$ cat src/verilog/dmem_consts.svh
`ifndef DMEM_CONSTS_SVH
`define DMEM_CONSTS_SVH

// Register and memory word width in bits
`define XLEN_BITS 64

// Data memory depth in words
`define DMEM_WORDS 256

// Result queue entries, also the LSU credit limit
`define RQ_DEPTH 2

// Bytes per memory word
`define XLEN_BYTES (`XLEN_BITS / 8)

// Address bits that select a byte inside a word
`define BYTE_OFF_BITS 3

`endif

$ cat src/verilog/lsu_pkg.sv
`include "dmem_consts.svh"

package lsu_pkg;

    // Register file value, also used for pc and load result
    typedef logic [`XLEN_BITS-1:0] xword_t;

    // Signed immediate offset of a load or store
    typedef logic [11:0] imm12_t;

    // Destination register index
    typedef logic [4:0] reg_idx_t;

    // Access width, in the funct3 order of the ISA
    typedef enum logic [1:0] {
        MW_BYTE   = 2'd0,
        MW_HALF   = 2'd1,
        MW_WORD   = 2'd2,
        MW_DOUBLE = 2'd3
    } mem_width_e;

endpackage

$ cat src/verilog/result_queue.sv
`timescale 1ns/100ps
`include "dmem_consts.svh"

module result_queue (
    input  logic                           clk,
    input  logic                           rst,
    input  lsu_pkg::xword_t                in_result,
    input  lsu_pkg::xword_t                in_pc,
    input  lsu_pkg::reg_idx_t              in_dst,
    input  logic                           in_wen,
    input  logic                           in_valid,
    output logic                           in_ready,
    output lsu_pkg::xword_t                out_result,
    output lsu_pkg::xword_t                out_pc,
    output lsu_pkg::reg_idx_t              out_dst,
    output logic                           out_wen,
    output logic                           out_valid,
    input  logic                           out_ready,
    output logic [$clog2(`RQ_DEPTH+1)-1:0] count
);

    import lsu_pkg::*;

    localparam int PTR_BITS = $clog2(`RQ_DEPTH);

    xword_t               result_mem [`RQ_DEPTH];
    xword_t               pc_mem     [`RQ_DEPTH];
    reg_idx_t             dst_mem    [`RQ_DEPTH];
    logic                 wen_mem    [`RQ_DEPTH];
    logic [PTR_BITS-1:0]  wr_ptr;
    logic [PTR_BITS-1:0]  rd_ptr;
    logic                 push;
    logic                 pop;

    assign in_ready  = (count != `RQ_DEPTH);
    assign out_valid = (count != 0);
    assign push      = in_valid && in_ready;
    assign pop       = out_valid && out_ready;

    // Head entry drives the outputs directly
    assign out_result = result_mem[rd_ptr];
    assign out_pc     = pc_mem[rd_ptr];
    assign out_dst    = dst_mem[rd_ptr];
    assign out_wen    = wen_mem[rd_ptr];

    always_ff @(posedge clk) begin
        if (push) begin
            result_mem[wr_ptr] <= in_result;
            pc_mem[wr_ptr]     <= in_pc;
            dst_mem[wr_ptr]    <= in_dst;
            wen_mem[wr_ptr]    <= in_wen;
        end
    end

    always_ff @(posedge clk) begin
        if (rst) begin
            wr_ptr <= '0;
            rd_ptr <= '0;
            count  <= '0;
        end else begin
            if (push) begin
                wr_ptr <= wr_ptr + 1'b1;
            end
            if (pop) begin
                rd_ptr <= rd_ptr + 1'b1;
            end
            count <= count + push - pop;
        end
    end

endmodule

$ cat config.mk
export PLATFORM = sky130hd
export DESIGN_NAME = result_queue
export DESIGN_NICKNAME = d
export VERILOG_FILES = /design/src/verilog/lsu_pkg.sv /design/src/verilog/result_queue.sv
export VERILOG_INCLUDE_DIRS = /design/src /design/src/verilog
export SDC_FILE = /design/constraint.sdc
export NUM_CORES = 1
export LEC_CHECK = 0
export ABC_AREA = 1
export BUFFER_PORTS_ARGS = -buffer_cell sky130_fd_sc_hd__clkbuf_2
export CORE_ASPECT_RATIO = 0.75
export CORE_MARGIN = 3
export CORE_UTILIZATION = 33
export CTS_CLUSTER_DIAMETER = 40
export DETAILED_ROUTE_END_ITERATION = 8
export GPL_TIMING_DRIVEN = 0
export PLACE_DENSITY = 0.65
export SLEW_MARGIN = 20
export SYNTH_ARGS = -nofsm -noshare
export SYNTH_HDL_FRONTEND = slang
export SYNTH_SLANG_ARGS = --single-unit
$ cat constraint.sdc
create_clock -name clk -period 7.8 [get_ports clk]
set_clock_uncertainty 0.2 [all_clocks]
set_input_delay 0 -clock clk [delete_from_list [all_inputs] [get_ports clk]]
set_output_delay 0 -clock clk [all_outputs]
set_load 0.02 [all_outputs]
==> out/results.ini <==
[status]
status = finished clean

[timing]
drv_slew = 0
period_share = 0.304
rsz0062_at_grt = false
relSlewSlack = 0.526
worst_hold_slack_ps = 19.6
tightest_slew_ps = 709
final-hold-violation-count = 0
fmax_ghz = 0.421
period_minus_slack_ps = 2370
setup_viol = 0

[synth]
synth-xor-area-share = 0.000864
yosysUniqueCellTypes = 14
syn_inst = 453
synth-simple-area-share = 0.00728
async_flop_share = 0
syn_area_um2 = 10100
avgSynthCellArea_um2 = 22.4
yosysSeqAreaShare = 0.803
yosys_warnings = 0
synth_top_area_share = 0.793
synth_compound_area_frac = 0.000987
yosysMostFrequentCell = edfxtp_1
synth_edf_count = 268
synthTopCellsByArea = edfxtp_1 (79%), mux2_4 (8.9%), mux2_2 (8.2%), dfxtp_1 (0.99%), buf_6 (0.89%)
synthMuxAreaShare = 0.171
yosys-top-cells-count = edfxtp_1 (268), mux2_2 (74), mux2_4 (60), nor2_1 (9)
synth-adder-area-share = 0.00123
yosys_most_used_dff = edfxtp_1
synth-seq-cells = 273
syn-num-nets = 592
synth_top_area_cell = edfxtp_1
synth_top_family_by_area = multiplexers

[grt]
grtUsageTotal = 0.137
grt_pass1_vias = 6455
grt_pass1_wl_um = 35400
grt_max_degree = 26
grt_antenna_before_repair = 2
grt_overflow = 0

[power]
leakagePower_nw = 6.03
ir_drop_mv = 0.239
power-per-cell-area_nw_per_um2 = 321
totalPowerFinal_mw = 4.93

[clock_tree]
htreeDepth = 2
cts_buffer_depth = 3
path_clk_slew_ps = 50
cts_tree = done
clk_latency_ps = 510
cts-root-buf = clkbuf_16
cts_resized = 0
numClockSinks = 273
numCtsBuffers = 38

[detailed_routing]
drt-total-wl_um = 23300
drc_errors = 0
ant_nets = 0
viasPerCell = 4.33
wl_per_cell_um = 16.8
drt_iter0_drc = 237
vias = 6015
dr.pass1.iters = 4

[place]
post-dp-hpwl_um = 14600
place.gp.congestion = 0.714
port_buffers = 275

[critical_path]
cp.required_ps = 7800
cp-end-kind = flop
crit_path_max_fanout = 25
r2r_setup_slack_ps = 5430
cp.arrival_ps = 2370
startpoint = count[0]
worstSetupStartpointType = flop
path_class = reg2reg
rr_startpoint = count[0]

[die]
rows = 54
ios = 276
start_util = 0.342
die_y_um = 158
core_area_um2 = 29700
die_w_um = 208
dieArea_um2 = 32900

[layout]
nFillCells = 2376
drive_above_1_share = 0.498
fin_nets = 1107
syn2layout_area_growth_pct = 51.6

[job]
maxCapViolations = 0

[hold_path]
hp-class = in2reg
hold_start = in_result[45]

## critical path, cell delays in order (launching register included)
cell and delay (ps):
dfxtp_1 370, inv_1 50, nand2_1 90, nand2_1 200, nor2_4 610, buf_12 280
buf_12 210
## per-stage QoR
| stage | TNS, ps | setup slack, ps | instances | utilization | cell area (um2) |
|---|---|---|---|---|---|
| after floorplan | 0 | 462 | 453 | - | 10100 |
| after global placement | -758240 | -2860 | 1120 | 0.405 | 12000 |
| after detailed placement | 0 | 5430 | 1130 | 0.412 | 12200 |
| after CTS | 0 | 5410 | 1386 | 0.518 | 15400 |
| after global routing | 0 | 5250 | 1389 | 0.518 | 15400 |
| final | 0 | 5430 | 1389 | 0.518 | 15400 |
## state kept, by name (all words and copies together) (netlist names), named ones only
name        count
pc_mem        128
rd_ptr          1
dst_mem        10
result_mem    128
count           2
wen_mem         2
wr_ptr          1
## cell type report
class                           instances  area [um2]  area share
Sequential cell                       273        8150       0.530
Timing Repair Buffer                  475        3480       0.226
Multi-Input combinational cell        157        1850       0.121
Clock buffer                           43         991      0.0645
Tap cell                              392         490      0.0319
Clock inverter                         24         250      0.0163
Buffer                                 15         125     0.00814
Inverter                                8        30.0     0.00195
Antenna cell                            2        5.00    0.000326
## cell families (layout without fill, tap and decap cells)
| logic type | Yosys count | in the layout |
|---|---|---|
| muxes | 134 | 134 |
| buffers and inverters | 23 | 565 |
| other | 0 | 2 |
| and+or+nand+nor | 19 | 19 |
| xor gates and xnor gates | 1 | 1 |
| adders and majority gates | 1 | 1 |
| DFF | 273 | 273 |
| AOI/OAI and AO/OA | 2 | 2 |
## worst paths after layout
check	to	cells after the start
hold / removal	result_mem[0][45]	2
setup / recovery	pc_mem[1][63]	6
setup reg to reg	pc_mem[1][63]	6
hold reg to reg	flop	2
## repair_timing
action	4_1_cts	5_1_grt
hold buffers	189	1
hold endpoints to repair	273	2
buffers inserted	0	0
## report_power, final
group / internal, mW / switching (mW) / total, mW / leakage, nW
sequential: 1.86 / 0.0501 / 1.91 / 2.55
clock: 1.03 / 0.644 / 1.67 / 0.593
combinational: 0.585 / 0.761 / 1.35 / 2.89
total: 3.47 / 1.45 / 4.93 / 6.03
## placed cells by master (no fill, tap or decap), types with 3 or more instances in the layout
cell / n
buf_12: 10
buf_2: 7
buf_6: 8
bufinv_16: 3
clkbuf_1: 4
clkbuf_16: 39
clkbuf_2: 275
clkinv_1: 3
clkinvlp_4: 5
dfxtp_1: 5
dlygate4sd3_1: 190
edfxtp_1: 268
inv_1: 8
inv_6: 7
mux2_2: 74
mux2_4: 60
nand2_1: 8
nor2_1: 7
## metal layers
layer  GRT usage  routed length (um)  up-vias
met5           0                   0        -
met4      0.0552                 753        0
met3      0.0454                1730       57
met2       0.227               11100      224
met1       0.169                9660     2901
li1            -                   -     2833
(Power assumes the default switching activity.)
