===== config.mk =====
export PLATFORM = sky130hd
export DESIGN_NAME = mem_arbiter
export DESIGN_NICKNAME = d
export VERILOG_FILES = /design/src/verilog/mem_pkg.sv /design/src/verilog/mem_arbiter.sv
export VERILOG_INCLUDE_DIRS = /design/src /design/src/verilog
export SDC_FILE = /design/constraint.sdc
export NUM_CORES = 1
export LEC_CHECK = 0
export BUFFER_PORTS_ARGS = -buffer_cell sky130_fd_sc_hd__buf_2
export CAP_MARGIN = 15
export CORE_AREA = 2 2 212 214
export CTS_CLUSTER_SIZE = 24
export DETAILED_ROUTE_END_ITERATION = 6
export DIE_AREA = 0 0 214 216
export GPL_TIMING_DRIVEN = 0
export MAX_ROUTING_LAYER = met4
export PLACE_DENSITY = 0.33
export SLEW_MARGIN = 20
export SYNTH_ARGS = -nofsm -noshare
export SYNTH_HDL_FRONTEND = slang
export SYNTH_SLANG_ARGS = --single-unit

===== constraint.sdc =====
create_clock -name clk -period 1.2 [get_ports clk]
set_input_delay 0.06 -clock clk [delete_from_list [all_inputs] [get_ports clk]]
set_output_delay 0.06 -clock clk [all_outputs]
set_load 0.01 [all_outputs]

===== src/verilog/dmem_consts.svh =====
`ifndef DMEM_CONSTS_SVH
`define DMEM_CONSTS_SVH

// Register and memory word width in bits
`define XLEN_BITS 64

// Data memory depth in words
`define DMEM_WORDS 256

// Result queue entries, also the LSU credit limit
`define RQ_DEPTH 2

// Bytes per memory word
`define XLEN_BYTES (`XLEN_BITS / 8)

// Address bits that select a byte inside a word
`define BYTE_OFF_BITS 3

`endif


===== src/verilog/mem_pkg.sv =====
`include "dmem_consts.svh"

package mem_pkg;

    typedef logic [`XLEN_BITS-1:0] mem_addr_t;
    typedef logic [`XLEN_BITS-1:0] mem_data_t;

    // One enable bit per byte lane of a word
    typedef logic [`XLEN_BYTES-1:0] byte_mask_t;

    // Peer that owns a memory grant
    typedef enum logic {
        SRC_LSU   = 1'b0,
        SRC_FETCH = 1'b1
    } req_src_e;

endpackage


===== src/verilog/mem_arbiter.sv =====
`timescale 1ns/100ps

module mem_arbiter (
    input  logic                clk,
    input  logic                rst,
    // LSU port
    input  mem_pkg::mem_addr_t  lsu_req_addr,
    input  mem_pkg::mem_data_t  lsu_req_wdata,
    input  mem_pkg::byte_mask_t lsu_req_mask,
    input  logic                lsu_req_wen,
    input  logic                lsu_req_valid,
    output logic                lsu_req_ready,
    output mem_pkg::mem_data_t  lsu_resp_rdata,
    output logic                lsu_resp_valid,
    // Fetch port, reads only
    input  mem_pkg::mem_addr_t  fetch_req_addr,
    input  logic                fetch_req_valid,
    output logic                fetch_req_ready,
    output mem_pkg::mem_data_t  fetch_resp_rdata,
    output logic                fetch_resp_valid,
    // RAM port
    output logic                ram_en,
    output logic                ram_wen,
    output mem_pkg::mem_addr_t  ram_addr,
    output mem_pkg::mem_data_t  ram_wdata,
    output mem_pkg::byte_mask_t ram_mask,
    input  mem_pkg::mem_data_t  ram_rdata,
    input  logic                ram_rvalid
);

    import mem_pkg::*;

    // Winner of the latest grant, which also steers the next response
    req_src_e last_src;
    logic     grant_lsu;
    logic     grant_fetch;

    // On a tie the peer that lost last time goes first
    assign grant_lsu   = lsu_req_valid && (!fetch_req_valid || last_src == SRC_FETCH);
    assign grant_fetch = fetch_req_valid && !grant_lsu;

    assign lsu_req_ready   = grant_lsu;
    assign fetch_req_ready = grant_fetch;

    assign ram_en    = grant_lsu || grant_fetch;
    assign ram_wen   = grant_lsu && lsu_req_wen;
    assign ram_addr  = grant_lsu ? lsu_req_addr : fetch_req_addr;
    assign ram_wdata = lsu_req_wdata;
    assign ram_mask  = grant_lsu ? lsu_req_mask : '0;

    always_ff @(posedge clk) begin
        if (rst) begin
            last_src <= SRC_FETCH;
        end else if (ram_en) begin
            last_src <= grant_lsu ? SRC_LSU : SRC_FETCH;
        end
    end

    assign lsu_resp_valid   = ram_rvalid && (last_src == SRC_LSU);
    assign fetch_resp_valid = ram_rvalid && (last_src == SRC_FETCH);
    assign lsu_resp_rdata   = ram_rdata;
    assign fetch_resp_rdata = ram_rdata;

endmodule


==> run metrics, run 1 <==
slowest stage delay, CP=330 ps; Crit path max-delay family=buffers and inverters; max-cap violation count=0; Avg Cell Area, Syn=9.09 sq um; commonest non-fill, non-tap cell in the layout=buf_2; Hold Path Class=input pin to register; die span in x=214 microns; cts hold-fix bufs=0; CP Launch Type=register; share of layout cells above drive strength 1=99.0%; Worst IR Drop VDD=0.000120 V; grt met2 use=11.9%; Post-Layout Inst Area=6090 sq um; Worst Hold End=last_src$_SDFFE_PP1P_; aggregate global routing overflow=0; max reg flops=1; worst skew pair latency=0 ps; Worst R2R Path Depth=3; # rows=77; Reg clk slew, reported paths=0 ps; Die Y=216 microns; vias in the first global route=3330; Crit. End Element=output pin; clock share of power=0%; Gate power share=98.5%; Starting Density=5.87%; max_slew headroom=86.7%; most frequent cells in the layout=buf_2, buf_4, buf_6; initial antenna violation count=0; diodes inserted=0; grt met1 use=4.96%; sequential power share=1.5%; sequential element share of the synthesized area=0.778%; final core occ=13.9%; leakage=3.42 nW; die area=46200 sq um; minimum clock period=1450 ps; crit path max-delay cell type=dfxtp_4; unrepaired setup endpoints after global routing=true; DR vias=3321; WP buf/inv=4; first-pass GRT wire length=19.1 mm; largest net degree at the start of global routing=11; Port Buffers=411; failing checks=setup timing; IO Count=540; YS warnings=0; DRT Pass-1 Iters=4; total core area=43800 sq um; Worst Path Required=1140 ps; Final Max Slew Viols=0; top fanout value on the critical path=5; internal power=0.00159 W; # DRC=0; Largest regs=last_src x1; crit path kind=register to output pin; GRT busiest layer=met2; Detail Route Antenna Nets=0; Critical Path, Cell by Cell=o21ai_4, buf_12, buf_4, clkbuf_16, mux2_2, buf_2; GR Util All Layers=5.60%; Biggest register=last_src; syn_nets=553; RePlAce Congestion=0.916; Syn Inst Count=283; final wirelength=15.0 mm; met3 usage=0.902%; Worst Tran Pin Value=198 ps; min-delay src=rst; Yosys cell types=16; # nets final=980; hpwl dp=13.0 mm; reg-to-reg setup timing slack=400 ps; fmax=689 MHz; outcome=complete, but fails checks; Syn Std Cell Area=2570 sq um; Final Power=0.00254 W; final hold violations=0; placed cell count=1286; fin cells=1300; FF-to-FF End=last_src$_SDFFE_PP1P_; area grow syn2layout=137%; # setup viols final=74; Clock Skew=0 ps; r2r startpoint=last_src$_SDFFE_PP1P_; critical path arrival=1390 ps; Fillers=4981; Via density=2.55; fin worst setup slack=-251 ps; DR WL/cell=11.5 microns; Final Cycle Share=121%; Synth Register Bits=1; switch share=37.5%; Hold Path Depth=2; Hold WS=263 ps; 1st-iter DRT viols=83; DP Area=5370 sq um; NetSw=0.000954 W; P per Cell Area=418 nW/um^2
synthesized netlist by cell type, drive strengths merged:
| cell type | n | area (sq um) |
|---|---|---|
| a21oi | 1 | 5.00 |
| o21ai | 2 | 13.8 |
| nand2b | 1 | 6.26 |
| and2 | 10 | 62.6 |
| mux2 | 64 | 908 |
| inv | 2 | 7.51 |
| nand2 | 1 | 3.75 |
| dfxtp | 1 | 20.0 |
| buf | 199 | 1530 |
| nor2b | 1 | 6.26 |
| or2 | 1 | 6.26 |
how the worst max path moves through the flow:
stage	from	slack [ps]	to	cells after the start
after floorplan	last_src$_SDFFE_PP1P_	3	ram_addr[13]	4
after global placement	last_src$_SDFFE_PP1P_	-380	ram_addr[36]	5
after global routing	last_src$_SDFFE_PP1P_	-290	ram_addr[14]	6
after detailed placement	last_src$_SDFFE_PP1P_	-390	ram_addr[36]	5
final	last_src$_SDFFE_PP1P_	-250	ram_addr[5]	6
after CTS	last_src$_SDFFE_PP1P_	-260	ram_addr[55]	5
repair_timing:
| item | CTS | global route |
|---|---|---|
| pin swaps | 10 | 0 |
| endpoints found under the setup margin | 74 | 74 |
| setup buffers | 7 | 1 |
| resized for setup | 83 | 22 |
| gates cloned | 3 | 3 |
cells by family after synthesis:
kind of cell | share of synthesized area (%)
buffers and inverters | 59.9
multiplexers | 35.3
AND/OR/NAND/NOR | 3.31
AO/OA/AOI/OAI | 0.729
flip-flops | 0.778
area by class of cell:
| cell class | count | area, sq um | share of cell area, % |
|---|---|---|---|
| Inverter | 2 | 11.3 | 0.185 |
| Sequential cell | 1 | 23.8 | 0.390 |
| Timing Repair Buffer | 425 | 2670 | 43.9 |
| Multi-Input combinational cell | 81 | 1050 | 17.2 |
| Tap cell | 592 | 741 | 12.2 |
| Buffer | 199 | 1590 | 26.1 |
through the flow:
step	setup WS, ps	setup TNS [ps]
global placement	-378	-18100
floorplan	3.22	0
CTS	-262	-14910
finish	-251	-14590
detailed placement	-392	-19040
global route	-295	-17670
metal layers:
layer	wire [microns]	vias to the layer above	share of wire [%]
met4	466	0	3.1
li1	-	1569	-
met2	8630	308	58
met3	1310	17	8.7
met1	4590	1427	31
met5	0	-	0
worst register-to-register path, cell delays in order (launching register included):
cell and delay, ps:
dfxtp_4 330, buf_4 140, o21ai_0 150, nand2b_1 60
power by group through the flow:
stage	clock network (W)	registers, W	logic, W
finish	0	0.0000383	0.00251
detailed placement	0	0.0000403	0.00211
CTS	0	0.0000384	0.00245
floorplan	0	0.0000394	0.00122
global route	0	0.0000386	0.00265
global placement	0	0.0000402	0.00212
Power figures use the tool's default switching activity.
==> inputs of run 2 (changes only) <==
Settings changed: CELL_PAD_IN_SITES_DETAIL_PLACEMENT set to 1, CELL_PAD_IN_SITES_GLOBAL_PLACEMENT set to 1, PLACE_DENSITY 0.33 to 0.47.
==> run 2 against run 1 <==
Compared with the run above: critical endpoint is now ram_addr[25]; the run still ends with setup timing left; sequential share of layout area barely moved; cell count fell by 0.31%; sequential power rose by 1%; total power fell by 3.8%; worst setup slack improved by 29 ps; die area did not move; register-to-register slack barely moved; core utilization fell by 0.34 points; design area fell by 2.4%; clock skew did not move; routed wire length rose by 3.0%.
==> run metrics, run 2 (synthesis gave the netlist of run 1 again) <==
failing checks=setup timing; final wirelength=15.4 mm; worst skew pair latency=0 ps; NetSw=0.000918 W; first-pass GRT wire length=21.5 mm; hpwl dp=13.9 mm; Detail Route Antenna Nets=0; vias in the first global route=3519; Port Buffers=411; Hold Path Class=input pin to output pin; fin worst setup slack=-221 ps; die span in x=214 microns; P per Cell Area=412 nW/um^2; 1st-iter DRT viols=34; leakage=3.37 nW; GR Util All Layers=6.06%; die area=46200 sq um; Gate power share=98.4%; Final Power=0.00245 W; max_slew headroom=86.3%; RePlAce Congestion=0.861; setup TNS=-13270 ps; internal power=0.00153 W; # nets final=976; crit path kind=register to output pin; IO Count=540; Worst Path Required=1140 ps; Hold Path Depth=2; aggregate global routing overflow=0; Largest regs=last_src x1; DR WL/cell=11.9 microns; clock share of power=0%; Worst R2R Path Depth=3; # rows=77; commonest non-fill, non-tap cell in the layout=buf_2; Die Y=216 microns; minimum clock period=1420 ps; critical path arrival=1360 ps; Reg clk slew, reported paths=0 ps; final hold violations=0; initial antenna violation count=0; Biggest register=last_src; Fillers=5357; Via density=2.56; Clock Skew=0 ps; switch share=37.5%; Final Max Slew Viols=0; # setup viols final=73; CP Launch Type=register; Final Cycle Share=118%; diodes inserted=0; top fanout value on the critical path=8; Worst Tran Pin Value=205 ps; Starting Density=5.87%; outcome=complete, but fails checks; fmax=703 MHz; DR vias=3324; max-cap violation count=0; sequential power share=1.6%; DRT Pass-1 Iters=4; most frequent cells in the layout=buf_2, buf_4, buf_6; area grow syn2layout=131%; total core area=43800 sq um; unrepaired setup endpoints after global routing=true; largest net degree at the start of global routing=11; # DRC=0; max reg flops=1; Crit. End Element=output pin; share of layout cells above drive strength 1=97.6%; Worst IR Drop VDD=0.000105 V; cts hold-fix bufs=0
==> run 2: changes by cell type in the layout (fill, tap and decap cells not counted), sizes merged <==
cell      delta
clkbuf       -1
buf          -3
clkinvlp     -1
inv          +1
==> run 2: worst max-delay path: stages, from the launching register on <==
cell and delay [ps]:
dfxtp_4 330, o21ai_4 220, buf_12 210, clkbuf_16 170, mux2_4 300, buf_6 120
==> run 2: layout make-up <==
class	instances	area, sq um	area share [%]
well taps	592	741	12.5
repair buffers	421	2550	43.0
multi-input cells	81	1040	17.5
flip-flops and latches	1	23.8	0.400
plain buffers	199	1580	26.5
inverters	2	7.51	0.126
==> run 2: power groups by stage <==
stage	logic [W]	clock network, W	registers [W]
floorplan	0.00122	0	0.0000394
global placement	0.00209	0	0.0000400
detailed placement	0.00209	0	0.0000402
CTS	0.00245	0	0.0000384
global route	0.00255	0	0.0000392
finish	0.00241	0	0.0000387
==> run 2: path summary, 6_finish.rpt <==
check                   startpoint               endpoint  slack, ps
max          last_src$_SDFFE_PP1P_           ram_addr[25]       -220
min                  ram_rdata[55]   fetch_resp_rdata[55]        300
max reg2reg  last_src$_SDFFE_PP1P_  last_src$_SDFFE_PP1P_        390
min reg2reg  last_src$_SDFFE_PP1P_  last_src$_SDFFE_PP1P_        640
==> run 2: repair_timing <==
action	CTS	global route
buffers inserted	7	0
endpoints found under the setup margin	73	74
gates resized for setup	82	2
cloned	3	2
pin swaps	1	1
==> run 2: through the flow <==
stage                     area [sq um]  instances  worst slack (ps)  hold slack [ps]  util, %
after global placement            5370       1286              -309              305     12.3
after floorplan                   2570        283              3.22              161        -
final                             5940       1296              -221              304     13.5
after detailed placement          5370       1286              -315              305     12.3
after CTS                         5940       1296              -234              305     13.5
after global routing              5940       1296              -254              306     13.5
==> run 2: per-layer routing <==
layer | wire length (microns) | share of wire, % | track usage [%]
met5 | 0 | 0 | -
met4 | 128 | 0.83 | 0.466
met3 | 1320 | 8.5 | 1.18
met2 | 9010 | 58 | 12.8
met1 | 4990 | 32 | 5.76
