===== src/verilog/dmem_consts.svh =====
`ifndef DMEM_CONSTS_SVH
`define DMEM_CONSTS_SVH

// Register and memory word width in bits
`define XLEN_BITS 64

// Data memory depth in words
`define DMEM_WORDS 256

// Result queue entries, also the LSU credit limit
`define RQ_DEPTH 2

// Bytes per memory word
`define XLEN_BYTES (`XLEN_BITS / 8)

// Address bits that select a byte inside a word
`define BYTE_OFF_BITS 3

`endif


===== src/verilog/lsu_pkg.sv =====
`include "dmem_consts.svh"

package lsu_pkg;

    // Register file value, also used for pc and load result
    typedef logic [`XLEN_BITS-1:0] xword_t;

    // Signed immediate offset of a load or store
    typedef logic [11:0] imm12_t;

    // Destination register index
    typedef logic [4:0] reg_idx_t;

    // Access width, in the funct3 order of the ISA
    typedef enum logic [1:0] {
        MW_BYTE   = 2'd0,
        MW_HALF   = 2'd1,
        MW_WORD   = 2'd2,
        MW_DOUBLE = 2'd3
    } mem_width_e;

endpackage


===== src/verilog/mem_pkg.sv =====
`include "dmem_consts.svh"

package mem_pkg;

    typedef logic [`XLEN_BITS-1:0] mem_addr_t;
    typedef logic [`XLEN_BITS-1:0] mem_data_t;

    // One enable bit per byte lane of a word
    typedef logic [`XLEN_BYTES-1:0] byte_mask_t;

    // Peer that owns a memory grant
    typedef enum logic {
        SRC_LSU   = 1'b0,
        SRC_FETCH = 1'b1
    } req_src_e;

endpackage


===== src/verilog/load_store_unit.sv =====
`timescale 1ns/100ps
`include "dmem_consts.svh"

module load_store_unit (
    input  logic                           clk,
    input  logic                           rst,
    // Issue side
    input  lsu_pkg::xword_t                op_pc,
    input  lsu_pkg::reg_idx_t              op_dst,
    input  logic                           op_load,
    input  lsu_pkg::xword_t                op_base,
    input  lsu_pkg::imm12_t                op_offset,
    input  lsu_pkg::xword_t                op_source,
    input  logic                           op_unsigned,
    input  lsu_pkg::mem_width_e            op_width,
    input  logic                           op_valid,
    output logic                           op_ready,
    // Memory request and response
    output mem_pkg::mem_addr_t             lsu_req_addr,
    output mem_pkg::mem_data_t             lsu_req_wdata,
    output mem_pkg::byte_mask_t            lsu_req_mask,
    output logic                           lsu_req_wen,
    output logic                           lsu_req_valid,
    input  logic                           lsu_req_ready,
    input  mem_pkg::mem_data_t             lsu_resp_rdata,
    input  logic                           lsu_resp_valid,
    // Result queue write side
    output lsu_pkg::xword_t                wq_result,
    output lsu_pkg::xword_t                wq_pc,
    output lsu_pkg::reg_idx_t              wq_dst,
    output logic                           wq_wen,
    output logic                           wq_valid,
    input  logic [$clog2(`RQ_DEPTH+1)-1:0] wq_count,
    // Exceptions
    output logic                           misaligned_load,
    output logic                           misaligned_store
);

    import lsu_pkg::*;
    import mem_pkg::*;

    localparam int CNT_BITS = $clog2(`RQ_DEPTH + 1);

    mem_addr_t                  agu_addr;
    logic                       misaligned;
    logic                       op_fire;
    byte_mask_t                 base_mask;
    mem_data_t                  rep_data;
    logic [CNT_BITS-1:0]        inflight_q;
    logic [CNT_BITS:0]          credit_used;
    logic                       req_fire;

    // Metadata riding with the request register
    xword_t                     req_pc;
    reg_idx_t                   req_dst;
    logic                       req_load;
    logic [`BYTE_OFF_BITS-1:0]  req_off;
    mem_width_e                 req_width;
    logic                       req_unsigned;

    // Metadata of the request granted last, waiting for its response
    xword_t                     rsp_pc;
    reg_idx_t                   rsp_dst;
    logic                       rsp_load;
    logic [`BYTE_OFF_BITS-1:0]  rsp_off;
    mem_width_e                 rsp_width;
    logic                       rsp_unsigned;
    mem_data_t                  lane;
    xword_t                     load_val;

    // Effective address with sign-extended offset
    assign agu_addr = op_base + {{(`XLEN_BITS-12){op_offset[11]}}, op_offset};

    always_comb begin
        case (op_width)
            MW_BYTE: begin
                misaligned = 1'b0;
                base_mask  = 8'h01;
                rep_data   = {8{op_source[7:0]}};
            end
            MW_HALF: begin
                misaligned = agu_addr[0];
                base_mask  = 8'h03;
                rep_data   = {4{op_source[15:0]}};
            end
            MW_WORD: begin
                misaligned = |agu_addr[1:0];
                base_mask  = 8'h0f;
                rep_data   = {2{op_source[31:0]}};
            end
            default: begin
                misaligned = |agu_addr[2:0];
                base_mask  = 8'hff;
                rep_data   = op_source;
            end
        endcase
    end

    // Ops in flight plus queued results must leave room for every response
    assign credit_used = inflight_q + wq_count;
    assign op_ready    = (credit_used < `RQ_DEPTH) && (!lsu_req_valid || lsu_req_ready);
    assign op_fire     = op_valid && op_ready;
    assign req_fire    = lsu_req_valid && lsu_req_ready;

    assign misaligned_load  = op_fire && misaligned && op_load;
    assign misaligned_store = op_fire && misaligned && !op_load;

    always_ff @(posedge clk) begin
        if (rst) begin
            lsu_req_valid <= 1'b0;
        end else if (op_fire) begin
            lsu_req_valid <= !misaligned;
        end else if (lsu_req_ready) begin
            lsu_req_valid <= 1'b0;
        end
    end

    always_ff @(posedge clk) begin
        if (op_fire) begin
            lsu_req_addr  <= agu_addr;
            lsu_req_wdata <= rep_data;
            lsu_req_mask  <= base_mask << agu_addr[`BYTE_OFF_BITS-1:0];
            lsu_req_wen   <= !op_load;
            req_pc        <= op_pc;
            req_dst       <= op_dst;
            req_load      <= op_load;
            req_off       <= agu_addr[`BYTE_OFF_BITS-1:0];
            req_width     <= op_width;
            req_unsigned  <= op_unsigned;
        end
    end

    // Memory answers in order, one response per grant
    always_ff @(posedge clk) begin
        if (req_fire) begin
            rsp_pc       <= req_pc;
            rsp_dst      <= req_dst;
            rsp_load     <= req_load;
            rsp_off      <= req_off;
            rsp_width    <= req_width;
            rsp_unsigned <= req_unsigned;
        end
    end

    always_ff @(posedge clk) begin
        if (rst) begin
            inflight_q <= '0;
        end else begin
            case ({op_fire && !misaligned, lsu_resp_valid})
                2'b10:   inflight_q <= inflight_q + 1'b1;
                2'b01:   inflight_q <= inflight_q - 1'b1;
                default: inflight_q <= inflight_q;
            endcase
        end
    end

    // Move the addressed lane down to bit 0
    assign lane = lsu_resp_rdata >> {rsp_off, 3'b000};

    always_comb begin
        case (rsp_width)
            MW_BYTE:
                load_val = rsp_unsigned ? {56'b0, lane[7:0]} : {{56{lane[7]}}, lane[7:0]};
            MW_HALF:
                load_val = rsp_unsigned ? {48'b0, lane[15:0]} : {{48{lane[15]}}, lane[15:0]};
            MW_WORD:
                load_val = rsp_unsigned ? {32'b0, lane[31:0]} : {{32{lane[31]}}, lane[31:0]};
            default:
                load_val = lane;
        endcase
    end

    // Stores leave a zero result
    assign wq_result = rsp_load ? load_val : '0;
    assign wq_pc     = rsp_pc;
    assign wq_dst    = rsp_dst;
    assign wq_wen    = rsp_load;
    assign wq_valid  = lsu_resp_valid;

endmodule


===== config.mk =====
export PLATFORM = sky130hd
export DESIGN_NAME = load_store_unit
export DESIGN_NICKNAME = d
export VERILOG_FILES = /design/src/verilog/lsu_pkg.sv /design/src/verilog/mem_pkg.sv /design/src/verilog/load_store_unit.sv
export VERILOG_INCLUDE_DIRS = /design/src /design/src/verilog
export SDC_FILE = /design/constraint.sdc
export NUM_CORES = 1
export LEC_CHECK = 0
export ABC_CLOCK_PERIOD_IN_PS = 7200
export BUFFER_PORTS_ARGS = -buffer_cell sky130_fd_sc_hd__clkbuf_2
export CAP_MARGIN = 25
export CORE_AREA = 2 2 219 221
export DETAILED_ROUTE_END_ITERATION = 10
export DIE_AREA = 0 0 221 223
export PLACE_DENSITY = 0.65
export SYNTH_ARGS = -nofsm -noshare
export SYNTH_HDL_FRONTEND = slang
export SYNTH_SLANG_ARGS = --single-unit

===== constraint.sdc =====
create_clock -name clk -period 7.2 [get_ports clk]
set_clock_uncertainty 0.05 [all_clocks]
set_input_delay 0 -clock clk [delete_from_list [all_inputs] [get_ports clk]]
set_output_delay 0 -clock clk [all_outputs]
set_load 0.05 [all_outputs]

==> flow_metrics.env, run 1 <==
export IMPL_outcome="complete, no violations"
export IMPL_wl_mm=57.7
export IMPL_die_area_um2=49300
export IMPL_gp_congestion=0.945
export IMPL_worst_slew_pin_slew_ns=0.973
export IMPL_die_y_um=223
export IMPL_post_route_period_util_pct=64.4
export IMPL_clk_latency_ns=0.57
export IMPL_grt_pass1_vias=14424
export IMPL_vdd_drop_max_mv=0.217
export IMPL_setup_slack_ns=2.56
export IMPL_start_kind="register"
export IMPL_numCtsBuffers=31
export IMPL_synthArstFlopShare_pct=0
export IMPL_grt_max_degree=72
export IMPL_crit_arrival_ns=4.59
export IMPL_dr_total_vias=14219
export IMPL_synth_edf_count=286
export IMPL_ios=560
export IMPL_nFillCells=4318
export IMPL_grtUsageTotal_pct=22.3
export IMPL_powerDensity_nw_per_um2=242
export IMPL_hp_class="in -> reg"
export IMPL_maxSlewViolCount=0
export IMPL_synth_commonest_cells="edfxtp_1, a21oi_1, nand2_1, nor2_1, ha_1"
export IMPL_leakage_uw=0.00945
export IMPL_cap_violations=0
export IMPL_tns_ns=0
export IMPL_clockBufferDepth=3
export IMPL_fp_dieW_um=221
export IMPL_syn_nets=1732
export IMPL_post_cts_buffers=0
export IMPL_worstSetupStartpoint="rsp_off[2]$_DFFE_PP_"
export IMPL_path_class="reg -> out"
export IMPL_h_tree_depth=1
export IMPL_antenna_found_initial=8
export IMPL_io_buffers=559
export IMPL_grt_pass1_wl_mm=85.6
export IMPL_dp_hpwl_mm=43.1
export IMPL_synth_most_common_cell="edfxtp_1"
export IMPL_avgViaCountPerCell=5.15
export IMPL_syn_area_um2=15900
export IMPL_synth_area_top_cells="edfxtp_1, ha_1, a21oi_1, mux2_2, mux2i_1"
export IMPL_ys_ff_latch=289
export IMPL_finalCriticalPeriod_ns=4.64
export IMPL_start_util_pct=33.7
export IMPL_syn_inst=1382
export IMPL_yosysSeqAreaShare_pct=54.4
export IMPL_cts_root_buf="clkbuf_16"
export IMPL_pre_cts_slack_ns=2.74
export IMPL_avgSynthCellArea_um2=11.5
export IMPL_slew_headroom_pct=35.2
export IMPL_synth_top_area_cell="edfxtp_1"
export IMPL_cts_sinks=289
export IMPL_synth_ff_type="edfxtp_1"
export IMPL_area_growth_pct=40.1
export IMPL_drt_iter0_drc=1071
export IMPL_rsz0062_at_grt="no"
export IMPL_finalSetupViolations=0
export IMPL_drive_above_1_share_pct=33.0
export IMPL_antenna_left=0
export IMPL_hp_start="op_base[27]"
export IMPL_overflow=0
export IMPL_ctsResizeCount=0
export IMPL_ys_types=79
export IMPL_path_clk_slew_ns=0.06
export IMPL_fp_coreArea_um2=47100
export IMPL_hold_viol=0
export IMPL_cts_tree="built"
export IMPL_synth_top_area_share_pct=54.1
export IMPL_crit_fanout=29
export IMPL_rows=80
export IMPL_wl_per_cell_um=20.9
export IMPL_reg2reg_from="inflight_q[0]$_SDFFE_PP0P_"
export IMPL_dr_pass1_iters=5
export IMPL_worstPathRequired_ns=7.15
export IMPL_yosysWarningCount=0
export IMPL_maxClockFrequency_mhz=216
export IMPL_finalNetCount=2466
export IMPL_drcViolationCount=0
export IMPL_end_kind="output pin"
## power by group
part / leakage [uW] / internal [uW] / switching, uW / total, uW
clock network: 0.000446 / 831 / 668 / 1500
logic: 0.00634 / 480 / 1180 / 1660
registers: 0.00267 / 2160 / 70.5 / 2230
## cells by family (layout without fill, tap and decap cells)
group / count (synthesis) / after routing / synth area share [%]
other: 0 / 4 / 0
flip-flops: 289 / 289 / 54.4
adder cells (fa/ha/maj): 66 / 66 / 5.29
XOR/XNOR: 58 / 58 / 3.20
AO/OA/AOI/OAI: 400 / 400 / 16.0
AND/OR/NAND/NOR: 356 / 356 / 10.4
multiplexers: 109 / 109 / 7.84
buffers and inverters: 104 / 863 / 2.89
## path summary, 6_finish.rpt
check,slack (ns),cells after the start,end
max reg2reg,3.45,6,lsu_req_wdata[59]$_DFFE_PP_
min,0.03,3,lsu_req_addr[27]$_DFFE_PP_
max,2.56,11,wq_result[38]
min reg2reg,0.36,0,wq_pc[8]$_DFFE_PP_
## sequential cells by signal (all words and copies together) (netlist names)
name           flops
wq_wen             1
wq_dst             5
rsp_off            3
wq_pc             64
inflight_q         2
lsu_req_mask       8
lsu_req_valid      1
req_width          2
req_pc            64
rsp_width          2
req_load           1
rsp_unsigned       1
lsu_req_addr      64
lsu_req_wen        1
req_unsigned       1
req_dst            5
lsu_req_wdata     64
## critical path, cell delays in order, from the launching register on
cell,delay [ns]
edfxtp_1,0.94
inv_1,0.60
buf_4,0.37
nor3_1,0.79
nand2_1,0.10
o21ai_0,0.11
nand2_1,0.09
o211ai_1,0.16
nand2_1,0.18
buf_16,0.22
a21oi_1,0.14
clkbuf_2,0.29
## cells in the final DEF (no fill, tap or decap), types with 25 or more instances in the layout
cell,netlist,layout
clkbuf_2,0,559
edfxtp_1,286,286
dlygate4sd3_1,0,206
a21oi_1,154,154
nand2_1,117,117
nor2_1,110,110
ha_1,64,64
mux2_2,53,53
o21ai_0,53,53
mux2i_1,49,49
a21o_1,49,49
xnor2_1,34,34
clkbuf_16,0,31
nor2b_1,25,25
## cell type report
type,count,area [um2],share of cell area [%]
inverter,23,86.3,0.388
timing repair buffer,782,5030,22.6
clock inverter,16,114,0.512
clock buffer,42,817,3.67
sequential,289,8650,38.9
tap,615,769,3.46
multi-input combinational,989,6790,30.5
antenna,4,10.0,0.0450
## timing repair
action | in CTS | in global routing
setup endpoints to repair | 0 | 0
hold endpoints to repair | 188 | 2
hold buffers | 205 | 1
## per-layer routing
metal  track usage, %  wire [um]
met5                0         44
met4             10.2       2650
met3             4.29       3860
met2             38.1      28100
met1             27.3      23000
## metrics by stage
stage	cell area, um2	power, uW	utilization [%]	hold slack [ns]	cells
4_1_cts	22200	5420	47.0	0.00209	2752
3_3_place_gp	19200	3790	40.7	0.127	2489
6_report	22300	5390	47.2	0.0255	2760
5_1_grt	22300	5600	47.2	0.0310	2759
3_5_place_dp	19200	3800	40.7	0.129	2489
2_1_floorplan	15900	3360	-	0.0191	1382
Note: power is estimated with default switching activity, not from simulation.
==> inputs of run 2 (changes only) <==
ABC_AREA = 1   (was unset)
ABC_CLOCK_PERIOD_IN_PS = 3800   (was 7200)
CORE_AREA = 2 2 217 219   (was 2 2 219 221)
DIE_AREA = 0 0 219 221   (was 0 0 221 223)
PLACE_DENSITY = 0.71   (was 0.65)
clock period = 3.8 ns   (was 7.2 ns; I/O delays follow)
==> run 2 against run 1 <==
Net effect:
- flip-flop and latch count is the same
- wire length grew 21%
- critical path depth decreased by 2
- clock power is 140% higher
- synthesized cell count is 70% higher
- worst setup slack worse by 2.2 ns
- combinational power is 87% higher
- sequential share of layout area shrank 4.0 points
- core utilization increased by 6.7 points
- global-route usage up 6.1 points
- non-clock buffer count grew 16
==> flow_metrics.env, run 2 <==
export IMPL_cap_violations=0
export IMPL_io_buffers=559
export IMPL_cpMaxStageDelayCell="edfxtp_1"
export IMPL_multiInputGateArea_um2=7430
export IMPL_seqPwrFrac_pct=38.4
export IMPL_syn_inst=2354
export IMPL_fp_dieW_um=219
export IMPL_path_common_cell="nand2_4"
export IMPL_yosys_area_share_adder_pct=4.68
export IMPL_synth_most_common_cell="nand2_1"
export IMPL_finalNetCount=3483
export IMPL_area_growth_pct=38.3
export IMPL_nFillCells=4176
export IMPL_synthSimpleGateAreaFrac_pct=27.0
export IMPL_synthArstFlopShare_pct=0
export IMPL_tns_ns=0
export IMPL_path_class="reg -> out"
export IMPL_overflow=0
export IMPL_dp_hpwl_mm=51.2
export IMPL_wl_mm=70.0
export IMPL_synth_compound_area_share_pct=7.59
export IMPL_cts_root_buf="clkbuf_16"
export IMPL_numCtsBuffers=35
export IMPL_avgViaCountPerCell=5.01
export IMPL_worst_slew_pin_slew_ns=0.964
export IMPL_powerDensity_nw_per_um2=434
export IMPL_synth_area_top_cells="edfxtp_1, nand2_1, inv_1, nor2_1, ha_1"
export IMPL_syn_area_um2=18000
export IMPL_vdd_drop_max_mv=0.521
export IMPL_h_tree_depth=2
export IMPL_cts_sinks=289
export IMPL_ys_types=44
export IMPL_grtUsageTotal_pct=28.4
export IMPL_cts_tree="built"
export IMPL_netSwitchingFraction_pct=35.9
export IMPL_synth_ff_type="edfxtp_1"
export IMPL_dr_total_vias=18874
export IMPL_ios=560
export IMPL_synth_top_area_share_pct=47.8
export IMPL_clk_latency_ns=0.56
export IMPL_synth_xor_area_share_pct=1.51
export IMPL_p_sw_uw=3870
export IMPL_reg2reg_from="inflight_q[0]$_SDFFE_PP0P_"
export IMPL_fp_coreArea_um2=46100
export IMPL_grt_pass1_wl_mm=105
export IMPL_synth_commonest_cells="nand2_1, inv_1, edfxtp_1, nor2_1, o21ai_0"
export IMPL_outcome="complete, no violations"
export IMPL_post_cts_buffers=0
export IMPL_finalCriticalPeriod_ns=3.48
export IMPL_start_kind="register"
export IMPL_clockBufferDepth=3
export IMPL_synth_edf_count=286
export IMPL_drt_iter0_drc=1772
export IMPL_setup_slack_ns=0.324
export IMPL_synthMuxAreaShare_pct=0.446
export IMPL_crit_arrival_ns=3.43
export IMPL_drcViolationCount=0
export IMPL_antenna_left=0
export IMPL_worstPathRequired_ns=3.75
export IMPL_synth_top_family_by_area="simple AND/OR/NAND/NOR gates"
export IMPL_yosysSeqAreaShare_pct=48.2
export IMPL_critPathMaxStageDelay_ns=0.78
export IMPL_grt_pass1_vias=18391
export IMPL_leakage_uw=0.0128
export IMPL_hold_viol=0
export IMPL_maxClockFrequency_mhz=288
export IMPL_post_route_period_util_pct=91.5
export IMPL_seq_area_um2=8650
export IMPL_wl_per_cell_um=18.6
export IMPL_hp_class="in -> reg"
export IMPL_comb_power_share_pct=28.8
export IMPL_rsz0062_at_grt="no"
export IMPL_path_clk_slew_ns=0.05
export IMPL_hp_start="op_base[55]"
export IMPL_report_power_total_uw=10800
export IMPL_die_y_um=221
export IMPL_maxSlewViolCount=0
export IMPL_crit_chain="clkinv_1 > buf_4 > nand3_2 > nand2_2 > nand2_4 > nand2_4 > o21ai_4 > nor2_1 > clkbuf_2"
export IMPL_antenna_found_initial=2
export IMPL_crit_fanout=44
export IMPL_drive_above_1_share_pct=20.9
export IMPL_ys_ff_latch=289
export IMPL_syn_nets=2704
export IMPL_worstSetupStartpoint="rsp_off[2]$_DFFE_PP_"
export IMPL_end_kind="output pin"
export IMPL_slew_headroom_pct=35.5
export IMPL_synth_top_area_cell="edfxtp_1"
export IMPL_grt_max_degree=84
export IMPL_yosysWarningCount=0
export IMPL_final_common_cell="nand2_1"
export IMPL_dr_pass1_iters=6
export IMPL_clkPwrFrac_pct=32.8
export IMPL_avgSynthCellArea_um2=7.63
export IMPL_power_internal_uw=6910
export IMPL_final_cell_mix="nand2_1, clkbuf_2, inv_1"
export IMPL_die_area_um2=48400
export IMPL_finalSetupViolations=0
export IMPL_gp_congestion=0.981
export IMPL_rows=79
export IMPL_start_util_pct=39.0
export IMPL_pre_cts_slack_ns=0.977
[run 2: repair_timing]
action                                 4_1_cts  5_1_grt
setup endpoints to repair                    0        0
gates resized for setup                      0        0
endpoints found under the hold margin      191        0
hold buffers                               225        0
[run 2: critical path: cells and delay by family, from the launching register on]
family,cells,cell delay (ns)
DFF,1,0.78
and+or+nand+nor,5,0.56
buffers and inverters,3,0.71
AOI/OAI and AO/OA,1,0.76
[run 2: cell families (layout without fill, tap and decap cells)]
group	after synthesis	in the layout
buffers and inverters	490	1293
XOR/XNOR	31	31
AO/OA/AOI/OAI	246	246
flip-flops	289	289
adder cells (fa/ha/maj)	66	66
multiplexers	8	8
AND/OR/NAND/NOR	1224	1224
other	0	1
[run 2: layout make-up]
class	instances	area share, %
Tap cell	607	3.06
Antenna cell	1	0.0101
Multi-Input combinational cell	1575	29.9
Timing Repair Buffer	798	20.9
Clock inverter	22	1.15
Clock buffer	39	3.59
Sequential cell	289	34.8
Inverter	434	6.56
[run 2: power groups by stage]
stage               clock network [uW]  registers (uW)  logic (uW)
finish                            3540            4140        3110
global route                      3680            4170        3320
CTS                               3540            4130        3050
detailed placement                   0            4190        2820
global placement                     0            4180        2810
floorplan                            0            4940        1180
[run 2: metrics by stage]
| step | instances | hold WS (ns) | util, % | area [um2] |
|---|---|---|---|---|
| floorplan | 2354 | 0.00882 | - | 18000 |
| global placement | 3478 | 0.126 | 46.4 | 21400 |
| detailed placement | 3478 | 0.129 | 46.4 | 21400 |
| CTS | 3764 | 0.00146 | 53.9 | 24800 |
| global route | 3765 | 0.0206 | 53.9 | 24800 |
| finish | 3765 | 0.0136 | 53.9 | 24800 |
[run 2: path summary, 6_finish.rpt]
path / end / slack, ns / cells after the start
min: lsu_req_addr[55]$_DFFE_PP_ / 0.01 / 4
min reg2reg: wq_pc[49]$_DFFE_PP_ / 0.36 / 0
max: wq_result[59] / 0.32 / 9
max reg2reg: inflight_q[0]$_SDFFE_PP0P_ / 0.95 / 10
[run 2: routing by layer]
metal  up-vias  GRT usage (%)  share of wire, %
met3       234           6.65               9.5
met1      8485           34.2                39
met2      1129           47.8                46
met4         2           13.5               5.3
li1       9024              -                 -
met5         -              0             0.016
